<file path="src/defines.sv">
`default_nettype none

package defines;

	typedef logic [31:0] data_t;
	typedef logic [4:0]  reg_idx_t;

	// RV32I major opcodes.
	typedef enum logic [6:0] {
		R     = 7'b0110011,
		I     = 7'b0010011,
		B     = 7'b1100011,
		LUI   = 7'b0110111,
		AUIPC = 7'b0010111,
		JAL   = 7'b1101111,
		JALR  = 7'b1100111,
		LOAD  = 7'b0000011,
		STORE = 7'b0100011,
		MEM   = 7'b0001111, // FENCE.
		SYS   = 7'b1110011
	} opcode_t;

	typedef struct packed {
		logic [6:0] funct7;
		reg_idx_t   rs2;
		reg_idx_t   rs1;
		logic [2:0] funct3;
		reg_idx_t   rd;
		opcode_t    opcode;
	} instr_t;

	typedef enum logic [3:0] {
		ALU_ADD,
		ALU_SUB,
		ALU_SLL,
		ALU_SLT,
		ALU_SLTU,
		ALU_XOR,
		ALU_SRL,
		ALU_SRA,
		ALU_OR,
		ALU_AND,
		ALU_PASS_B // Used by LUI.
	} alu_op_t;

	// One instruction walks through these steps in order.
	typedef enum logic [1:0] {
		FETCH,
		EXECUTE,
		MEMORY,
		WRITEBACK
	} core_state_t;

	localparam data_t NULL = '0; // Writeback value when no register is written.

endpackage : defines

`default_nettype wire
</file>
<file path="src/exec_if.sv">
`timescale 1ns/1ps
`default_nettype none

interface exec_if import defines::*; ();

	instr_t instr;
	data_t  alu_result;
	data_t  mem_data;
	data_t  pc_p4;
	logic   branch_taken;
	data_t  target;

	modport ex (
		output instr, alu_result, mem_data, branch_taken, target
	);

	modport pc (
		input  branch_taken, target,
		output pc_p4
	);

	modport sink (
		input instr, alu_result, mem_data, pc_p4
	);

endinterface : exec_if

`default_nettype wire

</file>
<file path="src/core_top.sv">
`timescale 1ns/1ps
`default_nettype none

module core_top import defines::*; #(
	parameter data_t RESET_PC = '0
) (
	input  logic     clk,
	input  logic     arst_n,
	output data_t    instr_addr,
	input  data_t    instr_rdata,
	output data_t    data_addr,
	output data_t    data_wdata,
	input  data_t    data_rdata,
	output logic     data_we,
	output logic     data_re,
	output logic     retire,
	output data_t    retire_pc,
	output data_t    retire_data,
	output reg_idx_t retire_rd
);

	logic  fetch_en;
	logic  mem_en;
	logic  wb_en;
	data_t pc;
	data_t rs1_val;
	data_t rs2_val;
	data_t wb_data;
	logic  writes_rd;

	exec_if exu ();

	core_ctrl i_ctrl (
		.clk      (clk),
		.arst_n   (arst_n),
		.opcode   (exu.instr.opcode),
		.state    (),
		.fetch_en (fetch_en),
		.mem_en   (mem_en),
		.wb_en    (wb_en)
	);

	pc_reg #(.RESET_PC(RESET_PC)) i_pc (
		.clk    (clk),
		.arst_n (arst_n),
		.wb_en  (wb_en),
		.pc     (pc),
		.exu    (exu.pc)
	);

	regfile i_rf (
		.clk    (clk),
		.arst_n (arst_n),
		.we     (wb_en & writes_rd),
		.waddr  (exu.instr.rd),
		.raddr1 (exu.instr.rs1),
		.raddr2 (exu.instr.rs2),
		.wdata  (wb_data),
		.rdata1 (rs1_val),
		.rdata2 (rs2_val)
	);

	execute i_exe (
		.clk         (clk),
		.arst_n      (arst_n),
		.fetch_en    (fetch_en),
		.mem_en      (mem_en),
		.pc          (pc),
		.rs1_val     (rs1_val),
		.rs2_val     (rs2_val),
		.instr_rdata (instr_rdata),
		.data_rdata  (data_rdata),
		.data_addr   (data_addr),
		.data_wdata  (data_wdata),
		.data_we     (data_we),
		.data_re     (data_re),
		.exu         (exu.ex)
	);

	wb i_wb (
		.exu       (exu.sink),
		.wb_data   (wb_data),
		.writes_rd (writes_rd)
	);

	assign instr_addr  = {pc[31:2], 2'b00}; // Fetches are word aligned.
	assign retire      = wb_en;
	assign retire_pc   = pc; // Still the retiring instruction's address in WRITEBACK.
	assign retire_data = wb_data;
	assign retire_rd   = writes_rd ? exu.instr.rd : '0;

endmodule : core_top

`default_nettype wire

</file>
<file path="src/wb.sv">
`timescale 1ns/1ps
`default_nettype none

module wb import defines::*; (
	exec_if.sink  exu,
	output data_t wb_data,
	output logic  writes_rd
);

	opcode_t opcode;

	assign opcode = exu.instr.opcode;

	always_comb begin : wb_sel
		unique case (opcode)
			R, I, LUI, AUIPC: begin
				wb_data   = exu.alu_result;
				writes_rd = 1'b1;
			end
			JAL, JALR: begin
				wb_data   = exu.pc_p4; // Link address.
				writes_rd = 1'b1;
			end
			LOAD: begin
				wb_data   = exu.mem_data;
				writes_rd = 1'b1;
			end
			B, STORE, MEM, SYS: begin
				wb_data   = NULL;
				writes_rd = 1'b0;
			end
			default: begin
				wb_data   = NULL;
				writes_rd = 1'b0;
			end
		endcase
	end

endmodule : wb

`default_nettype wire

</file>
<file path="src/execute.sv">
`timescale 1ns/1ps
`default_nettype none

module execute import defines::*; (
	input  logic  clk,
	input  logic  arst_n,
	input  logic  fetch_en,
	input  logic  mem_en,
	input  data_t pc,
	input  data_t rs1_val,
	input  data_t rs2_val,
	input  data_t instr_rdata,
	input  data_t data_rdata,
	output data_t data_addr,
	output data_t data_wdata,
	output logic  data_we,
	output logic  data_re,
	exec_if.ex    exu
);

	logic    ex_q; // High during the EXECUTE cycle that follows the fetch strobe.
	data_t   ir;
	opcode_t opcode;
	data_t   imm;
	data_t   op_a;
	data_t   op_b;
	alu_op_t alu_op;
	data_t   alu_out;
	logic    cond;
	data_t   tgt;

	assign ir     = exu.instr;
	assign opcode = exu.instr.opcode;

	always_comb begin
		unique case (opcode)
			I, JALR, LOAD: imm = {{20{ir[31]}}, ir[31:20]};
			STORE:         imm = {{20{ir[31]}}, ir[31:25], ir[11:7]};
			B:             imm = {{19{ir[31]}}, ir[31], ir[7], ir[30:25], ir[11:8], 1'b0};
			LUI, AUIPC:    imm = {ir[31:12], 12'b0};
			JAL:           imm = {{11{ir[31]}}, ir[31], ir[19:12], ir[20], ir[30:21], 1'b0};
			default:       imm = '0;
		endcase
	end

	assign op_a = (opcode == AUIPC) ? pc : rs1_val;
	assign op_b = (opcode == R || opcode == B) ? rs2_val : imm;

	always_comb begin
		alu_op = ALU_ADD; // Address generation and AUIPC add.
		if (opcode == LUI) begin
			alu_op = ALU_PASS_B;
		end else if (opcode == R || opcode == I) begin
			case (exu.instr.funct3)
				3'b000: alu_op = (opcode == R && ir[30]) ? ALU_SUB : ALU_ADD;
				3'b001: alu_op = ALU_SLL;
				3'b010: alu_op = ALU_SLT;
				3'b011: alu_op = ALU_SLTU;
				3'b100: alu_op = ALU_XOR;
				3'b101: alu_op = ir[30] ? ALU_SRA : ALU_SRL;
				3'b110: alu_op = ALU_OR;
				default: alu_op = ALU_AND;
			endcase
		end
	end

	always_comb begin
		case (alu_op)
			ALU_SUB:    alu_out = op_a - op_b;
			ALU_SLL:    alu_out = op_a << op_b[4:0];
			ALU_SLT:    alu_out = {31'b0, $signed(op_a) < $signed(op_b)};
			ALU_SLTU:   alu_out = {31'b0, op_a < op_b};
			ALU_XOR:    alu_out = op_a ^ op_b;
			ALU_SRL:    alu_out = op_a >> op_b[4:0];
			ALU_SRA:    alu_out = data_t'($signed(op_a) >>> op_b[4:0]);
			ALU_OR:     alu_out = op_a | op_b;
			ALU_AND:    alu_out = op_a & op_b;
			ALU_PASS_B: alu_out = op_b;
			default:    alu_out = op_a + op_b;
		endcase
	end

	always_comb begin
		case (exu.instr.funct3)
			3'b000:  cond = (rs1_val == rs2_val);
			3'b001:  cond = (rs1_val != rs2_val);
			3'b100:  cond = ($signed(rs1_val) < $signed(rs2_val));
			3'b101:  cond = ($signed(rs1_val) >= $signed(rs2_val));
			3'b110:  cond = (rs1_val < rs2_val);
			3'b111:  cond = (rs1_val >= rs2_val);
			default: cond = 1'b0;
		endcase
	end

	assign tgt = (opcode == JALR) ? ((rs1_val + imm) & ~32'd1) : (pc + imm);

	always_ff @(posedge clk or negedge arst_n) begin
		if (!arst_n) begin
			ex_q <= 1'b0;
		end else begin
			ex_q <= fetch_en;
		end
	end

	always_ff @(posedge clk) begin
		if (fetch_en) exu.instr <= instr_t'(instr_rdata);
		if (ex_q) begin
			exu.alu_result   <= alu_out;
			exu.branch_taken <= (opcode == B && cond) || opcode == JAL || opcode == JALR;
			exu.target       <= tgt;
		end
		if (data_re) exu.mem_data <= data_rdata;
	end

	assign data_addr  = exu.alu_result;
	assign data_wdata = rs2_val;
	assign data_re    = mem_en && opcode == LOAD;
	assign data_we    = mem_en && opcode == STORE;

endmodule : execute

`default_nettype wire

</file>
<file path="src/regfile.sv">
`timescale 1ns/1ps
`default_nettype none

module regfile import defines::*; (
	input  logic     clk,
	input  logic     arst_n,
	input  logic     we,
	input  reg_idx_t waddr,
	input  reg_idx_t raddr1,
	input  reg_idx_t raddr2,
	input  data_t    wdata,
	output data_t    rdata1,
	output data_t    rdata2
);

	data_t regs [32];

	always_ff @(posedge clk or negedge arst_n) begin
		if (!arst_n) begin
			for (int i = 0; i < 32; i++) begin
				regs[i] <= '0;
			end
		end else if (we && waddr != '0) begin // Entry 0 is never written.
			regs[waddr] <= wdata;
		end
	end

	assign rdata1 = regs[raddr1];
	assign rdata2 = regs[raddr2];

	// x0 keeps reading zero even right after an instruction targets it.
	x0_zero_a: assert property (@(posedge clk) disable iff (!arst_n)
		(we && waddr == '0) |=>
			(raddr1 != '0 || rdata1 == NULL) && (raddr2 != '0 || rdata2 == NULL));

endmodule : regfile

`default_nettype wire

</file>
<file path="src/pc_reg.sv">
`timescale 1ns/1ps
`default_nettype none

module pc_reg import defines::*; #(
	parameter data_t RESET_PC = '0
) (
	input  logic  clk,
	input  logic  arst_n,
	input  logic  wb_en,
	output data_t pc,
	exec_if.pc    exu
);

	assign exu.pc_p4 = pc + 32'd4; // Also the link value for JAL and JALR.

	always_ff @(posedge clk or negedge arst_n) begin
		if (!arst_n) begin
			pc <= RESET_PC;
		end else if (wb_en) begin
			if (exu.branch_taken) begin
				pc <= exu.target;
			end else begin
				pc <= exu.pc_p4;
			end
		end
	end

	// The PC only moves when an instruction retires.
	pc_hold_a: assert property (@(posedge clk) disable iff (!arst_n)
		!wb_en |=> $stable(pc));

endmodule : pc_reg

`default_nettype wire

</file>
<file path="src/core_ctrl.sv">
`timescale 1ns/1ps
`default_nettype none

module core_ctrl import defines::*; (
	input  logic        clk,
	input  logic        arst_n,
	input  opcode_t     opcode,
	output core_state_t state,
	output logic        fetch_en,
	output logic        mem_en,
	output logic        wb_en
);

	core_state_t state_next;

	always_ff @(posedge clk or negedge arst_n) begin
		if (!arst_n) begin
			state <= FETCH;
		end else begin
			state <= state_next;
		end
	end

	always_comb begin
		state_next = state;
		unique case (state)
			FETCH: begin
				state_next = EXECUTE;
			end
			EXECUTE: begin
				// Only word loads and stores need the data port.
				if (opcode == LOAD || opcode == STORE) begin
					state_next = MEMORY;
				end else begin
					state_next = WRITEBACK;
				end
			end
			MEMORY: begin
				state_next = WRITEBACK;
			end
			WRITEBACK: begin
				state_next = FETCH;
			end
			default: begin
				state_next = FETCH;
			end
		endcase
	end

	assign fetch_en = (state == FETCH);
	assign mem_en   = (state == MEMORY);
	assign wb_en    = (state == WRITEBACK);

	// Writeback follows MEMORY for loads and stores and EXECUTE for every other opcode.
	wb_step_a: assert property (@(posedge clk) disable iff (!arst_n)
		wb_en |-> (opcode inside {LOAD, STORE} ? $past(mem_en) : $past(state) == EXECUTE));

	mem_step_a: assert property (@(posedge clk) disable iff (!arst_n)
		state == MEMORY |-> $past(state) == EXECUTE && opcode inside {LOAD, STORE});

endmodule : core_ctrl

`default_nettype wire

</file>
<file path="config.mk">
export PLATFORM = sky130hd
export DESIGN_NAME = core_top
export DESIGN_NICKNAME = d
export VERILOG_FILES = /design/src/defines.sv /design/src/exec_if.sv /design/src/core_top.sv /design/src/wb.sv /design/src/execute.sv /design/src/regfile.sv /design/src/pc_reg.sv /design/src/core_ctrl.sv
export SDC_FILE = /design/constraint.sdc
export NUM_CORES = 2
export LEC_CHECK = 0
export ABC_AREA = 0
export ABC_CLOCK_PERIOD_IN_PS = 8300
export BUFFER_PORTS_ARGS = -buffer_cell sky130_fd_sc_hd__buf_2
export CORE_AREA = 2 2 341 343
export CTS_CLUSTER_SIZE = 28
export DETAILED_ROUTE_END_ITERATION = 12
export DIE_AREA = 0 0 343 345
export PLACE_DENSITY = 0.81
export SKIP_LAST_GASP = 1
export SYNTH_ARGS = -nofsm -noshare
export SYNTH_HDL_FRONTEND = slang
export SYNTH_SLANG_ARGS = --single-unit
</file>
<file path="constraint.sdc">
create_clock -name clk -period 8.3 [get_ports clk]
set_clock_uncertainty 0.15 [all_clocks]
set_input_delay 0 -clock clk [delete_from_list [all_inputs] [get_ports clk]]
set_output_delay 0 -clock clk [all_outputs]
set_load 0.01 [all_outputs]
</file>
==> results summary <==
The flow ran to the end, and the final reports show no timing, DRC or antenna violations. TritonCTS built the clock tree. The cell area after technology mapping came out at between 70,000 and 80,000 um^2.

For this run, the leading register cell type out of synthesis is dfrtp_1. The required arrival time at the worst endpoint is 8.62 ns. The initialized floorplan defines roughly 130 standard-cell rows. The worst setup path is of the flip-flop to flip-flop kind. The aggregate negative setup slack came out at 0 ns. Summed over all layers, the routed wires come to between 200,000 and 300,000 um. The worst vdd rail ir drop came out at between 200 and 250 uV. In the synthesized netlist, the number of instances is 7,296.

In this run the worst hold path is classified as flip-flop to flip-flop. The maximum buffer depth of the clock tree came out at 3. The final-report hold violation count is 0. The count of buffers inserted at the top-level ports came out at ~230. The clock sink total came out at around 1.2k. The die covers about 120,000 um^2. The total setup violations reported at the end of the flow is 0. The number of enable-type register cells in the synthesized netlist came out at 129.

Ranked by flip-flop count, first place goes to i_rf.regs. The number of placed instances, taps included, is 8,585. After legalization and detailed placement, the total HPWL measured between 150,000 and 200,000 um. The max-cap check violation count came out at 0. After detailed routing, the number of remaining DRC violations is 0.

The count of yosys warnings during synthesis came out at 0. The source-to-sink clock delay at the later pin of the worst-skew pair is around 0.80 ns. The highest cell delay on the worst timing path is between 0.9 and 1 ns. The final layout net count is about 7.6k. The area added between synthesis and finish came out at 11.0%.

Wire segments on met2 add up to about 120,000 um in the final route. The timing-limited maximum frequency came out at about 130 MHz. The final max-slew violation count is 0.

The global-route congestion overflow total is 0. Detailed routing inserted a total of around 65k vias. The startpoint kind of the worst setup timing path is a flip-flop. The initial core utilization came out at 63.4%. The detail route stage leaves a number of antenna-violating nets equal to 0. The share of layout cells above drive strength 1 came out at between 10% and 20%. Sequential cells were found to cover between 40% and 50% of the synthesized design area. The final routed wire length divided by cell count came out at roughly 33 um. The congestion estimate from routability-driven global placement came to approximately 1.1. The number of distinct library cells after synthesis came out at 91.

The I/O pin total came out at around 230. The analysis attributes to cell leakage a power of ~36 nW. The final-layout fill cell count is 8,226. The critical path goes through buf_4 -> buf_12 -> mux4_2 -> mux4_2 -> mux2i_1 -> nand2_1 -> o21ai_0 -> inv_1 -> ha_1 -> inv_1 -> a21oi_1 -> o21bai_1 -> a221oi_1 -> o31a_1 -> nor2_1 -> a21boi_0 -> o22ai_1 -> o21ai_0 -> nand4_1. The share of flip-flops with an asynchronous set or reset after synthesis came out at around nine tenths. In this run the tightest slew margin relative to its limit is 3.90%. In this run the worst path has a maximum fanout of a little under 70.

The horizontal extent of the die came out at between 300 and 400 um. The arrival time at the worst endpoint came out at between 7 and 8 ns. The count of hold buffers inserted by post-cts repair is 131. The kind of end point of the critical path is a flip-flop.

The slowest stage of the critical path is the mux2i_1 cell. The root buffer cell chosen for the clock tree is clkbuf_16. The placeable core area is 115,000 um^2.

The mean post-synth cell area came out at 10.0 um^2. In this run, post-CTS repair resized a total of 0 instances. The H-tree was split into 4 levels. The length of the first detailed-routing pass in iterations is 7. After detailed routing, the wire length on met1 is 101,000 um.

The clock period minus final worst setup slack came out at 7.49 ns. Setup repair after global routing left no endpoint under its margin. The number of antenna violations at the first check in global routing is 18. The post-route clock period utilization came out at between 90% and 100%. For this block, the initial DRC count from the detailed router was a little over 10k. TritonCTS created about 130 clock buffers. The power consumption came out at ~0.025 W. The power density over the cells came out at 305 nW/um^2. The slew at the pin with the worst max-slew slack came out at roughly 1.4 ns. The register clock-pin slew on the reported worst setup and hold paths is approximately 0.060 ns. Signal routing reaches up to met5. The count of buffers added by post-CTS timing repair for setup is 0. Using the TritonRoute via totals, the vias-per-cell ratio works out to 7.30. The number of flip-flops under the largest register name came out at roughly 1k. The y dimension of the die is between 300 and 400 um. The via count of the first global-routing pass came out at between 60k and 70k. The global-route usage over all layers is between 40% and 50%. The register bit count reported by yosys is roughly 1.2k. The finished layout holds ~9.0k standard cells, fillers aside. The length of routed met3 wiring came out at approximately 44,000 um.

Entering global routing, the biggest net connects 192 pins. The wire length of the first global-routing pass is between 400,000 and 500,000 um.
## report_power, final
group | total [W] | switching (W) | internal [W]
combinational | 0.0110 | 0.00712 | 0.00384
clock | 0.00619 | 0.00261 | 0.00358
sequential | 0.00753 | 0.000879 | 0.00665
## cell families (layout without fill, tap and decap cells)
family,count (synthesis),after routing,share of synthesized area (%)
compound gates,2128,2128,17.3
mux,956,956,20.3
fa+ha+maj,199,199,3.45
buf+inv,881,1014,5.40
other cells,1,4,0.00514
xor+xnor,103,103,1.24
simple gates,1840,1840,10.7
flops,1188,1188,41.6
## final timing paths
kind                                startpoint                   to  slack, ns  depth (start not counted)
min reg2reg                    i_rf.regs[1020]      i_rf.regs[1020]       0.25                          0
max                        i_exe.exu.instr[20]  i_exe.data_addr[19]       0.81                         19
max in group asynchronous               arst_n        i_rf.regs[19]       6.06                          5
max reg2reg                i_exe.exu.instr[20]  i_exe.data_addr[19]       0.81                         19
min in group asynchronous               arst_n       i_rf.regs[451]       0.42                          4
min                            i_rf.regs[1020]      i_rf.regs[1020]       0.25                          0
## through the flow
| stage | cell area, um^2 | hold slack (ns) | setup WS, ns | utilization (%) |
|---|---|---|---|---|
| after global placement | 75100 | -0.0468 | 1.08 | 65.2 |
| final | 80900 | 0.247 | 0.810 | 70.3 |
| after CTS | 80900 | 0.249 | 1.03 | 70.3 |
| after detailed placement | 75100 | -0.0418 | 1.07 | 65.2 |
| after global routing | 80900 | 0.257 | 0.399 | 70.3 |
| after floorplan | 73000 | -0.446 | 1.61 | - |
## critical path: cells and delay by family (launching register included)
kind | cells | cell delay [ns]
adder cells (fa/ha/maj) | 1 | 0.63
flip-flops | 1 | 0.41
AND/OR/NAND/NOR | 3 | 0.43
multiplexers | 3 | 2.04
buffers and inverters | 4 | 1.09
AO/OA/AOI/OAI | 8 | 2.33
## synthesized netlist by cell type (55+ instances only)
master | number | area [um^2]
nand3_1 | 73 | 365
a22oi_1 | 209 | 1570
a21o_1 | 62 | 465
buf_4 | 69 | 518
mux4_2 | 408 | 9190
ha_1 | 195 | 2440
buf_2 | 55 | 275
nand2_1 | 746 | 2800
inv_1 | 181 | 679
o21ai_0 | 636 | 3180
dfrtp_1 | 1059 | 26500
nor2_1 | 718 | 2700
a21oi_1 | 796 | 3980
edfxtp_1 | 129 | 3870
o22ai_1 | 80 | 500
clkbuf_1 | 488 | 1830
mux2i_1 | 496 | 4960
## layout make-up
class,instances,area [um^2],share of cell area (%)
multi-input combinational,5228,39000,48.2
sequential,1188,30400,37.5
timing repair buffer,588,4390,5.43
clock buffer,190,3870,4.78
tap,1524,1910,2.36
inverter,188,706,0.872
clock inverter,48,668,0.825
antenna,2,5.00,0.00618
## metal layers
metal / vias to the layer above / GRT usage [%]
met2: 5382 / 68.5
met3: 1390 / 17.0
met5: - / 0.449
li1: 26697 / -
met4: 20 / 33.8
met1: 31916 / 63.7
## layout by cell type (no fill, tap or decap), drive strengths merged, types with 29 or more instances in the layout
cell	netlist	layout
a21o	62	62
nand3	73	73
a22o	38	38
edfxtp	129	129
a21oi	797	797
nand2	746	746
mux4	408	408
buf	204	458
nor3	47	47
clkinv	1	29
a222oi	34	34
o22ai	80	80
nand2b	41	41
xnor2	52	52
mux2	47	47
xor2	51	51
ha	195	195
nor2	718	718
dlygate4sd3	0	130
mux2i	501	501
nand4	30	30
dfrtp	1059	1059
a22oi	209	209
nor4	38	38
clkbuf	489	190
o21ai	646	646
inv	187	194
Note: power is estimated with default switching activity, not from simulation.
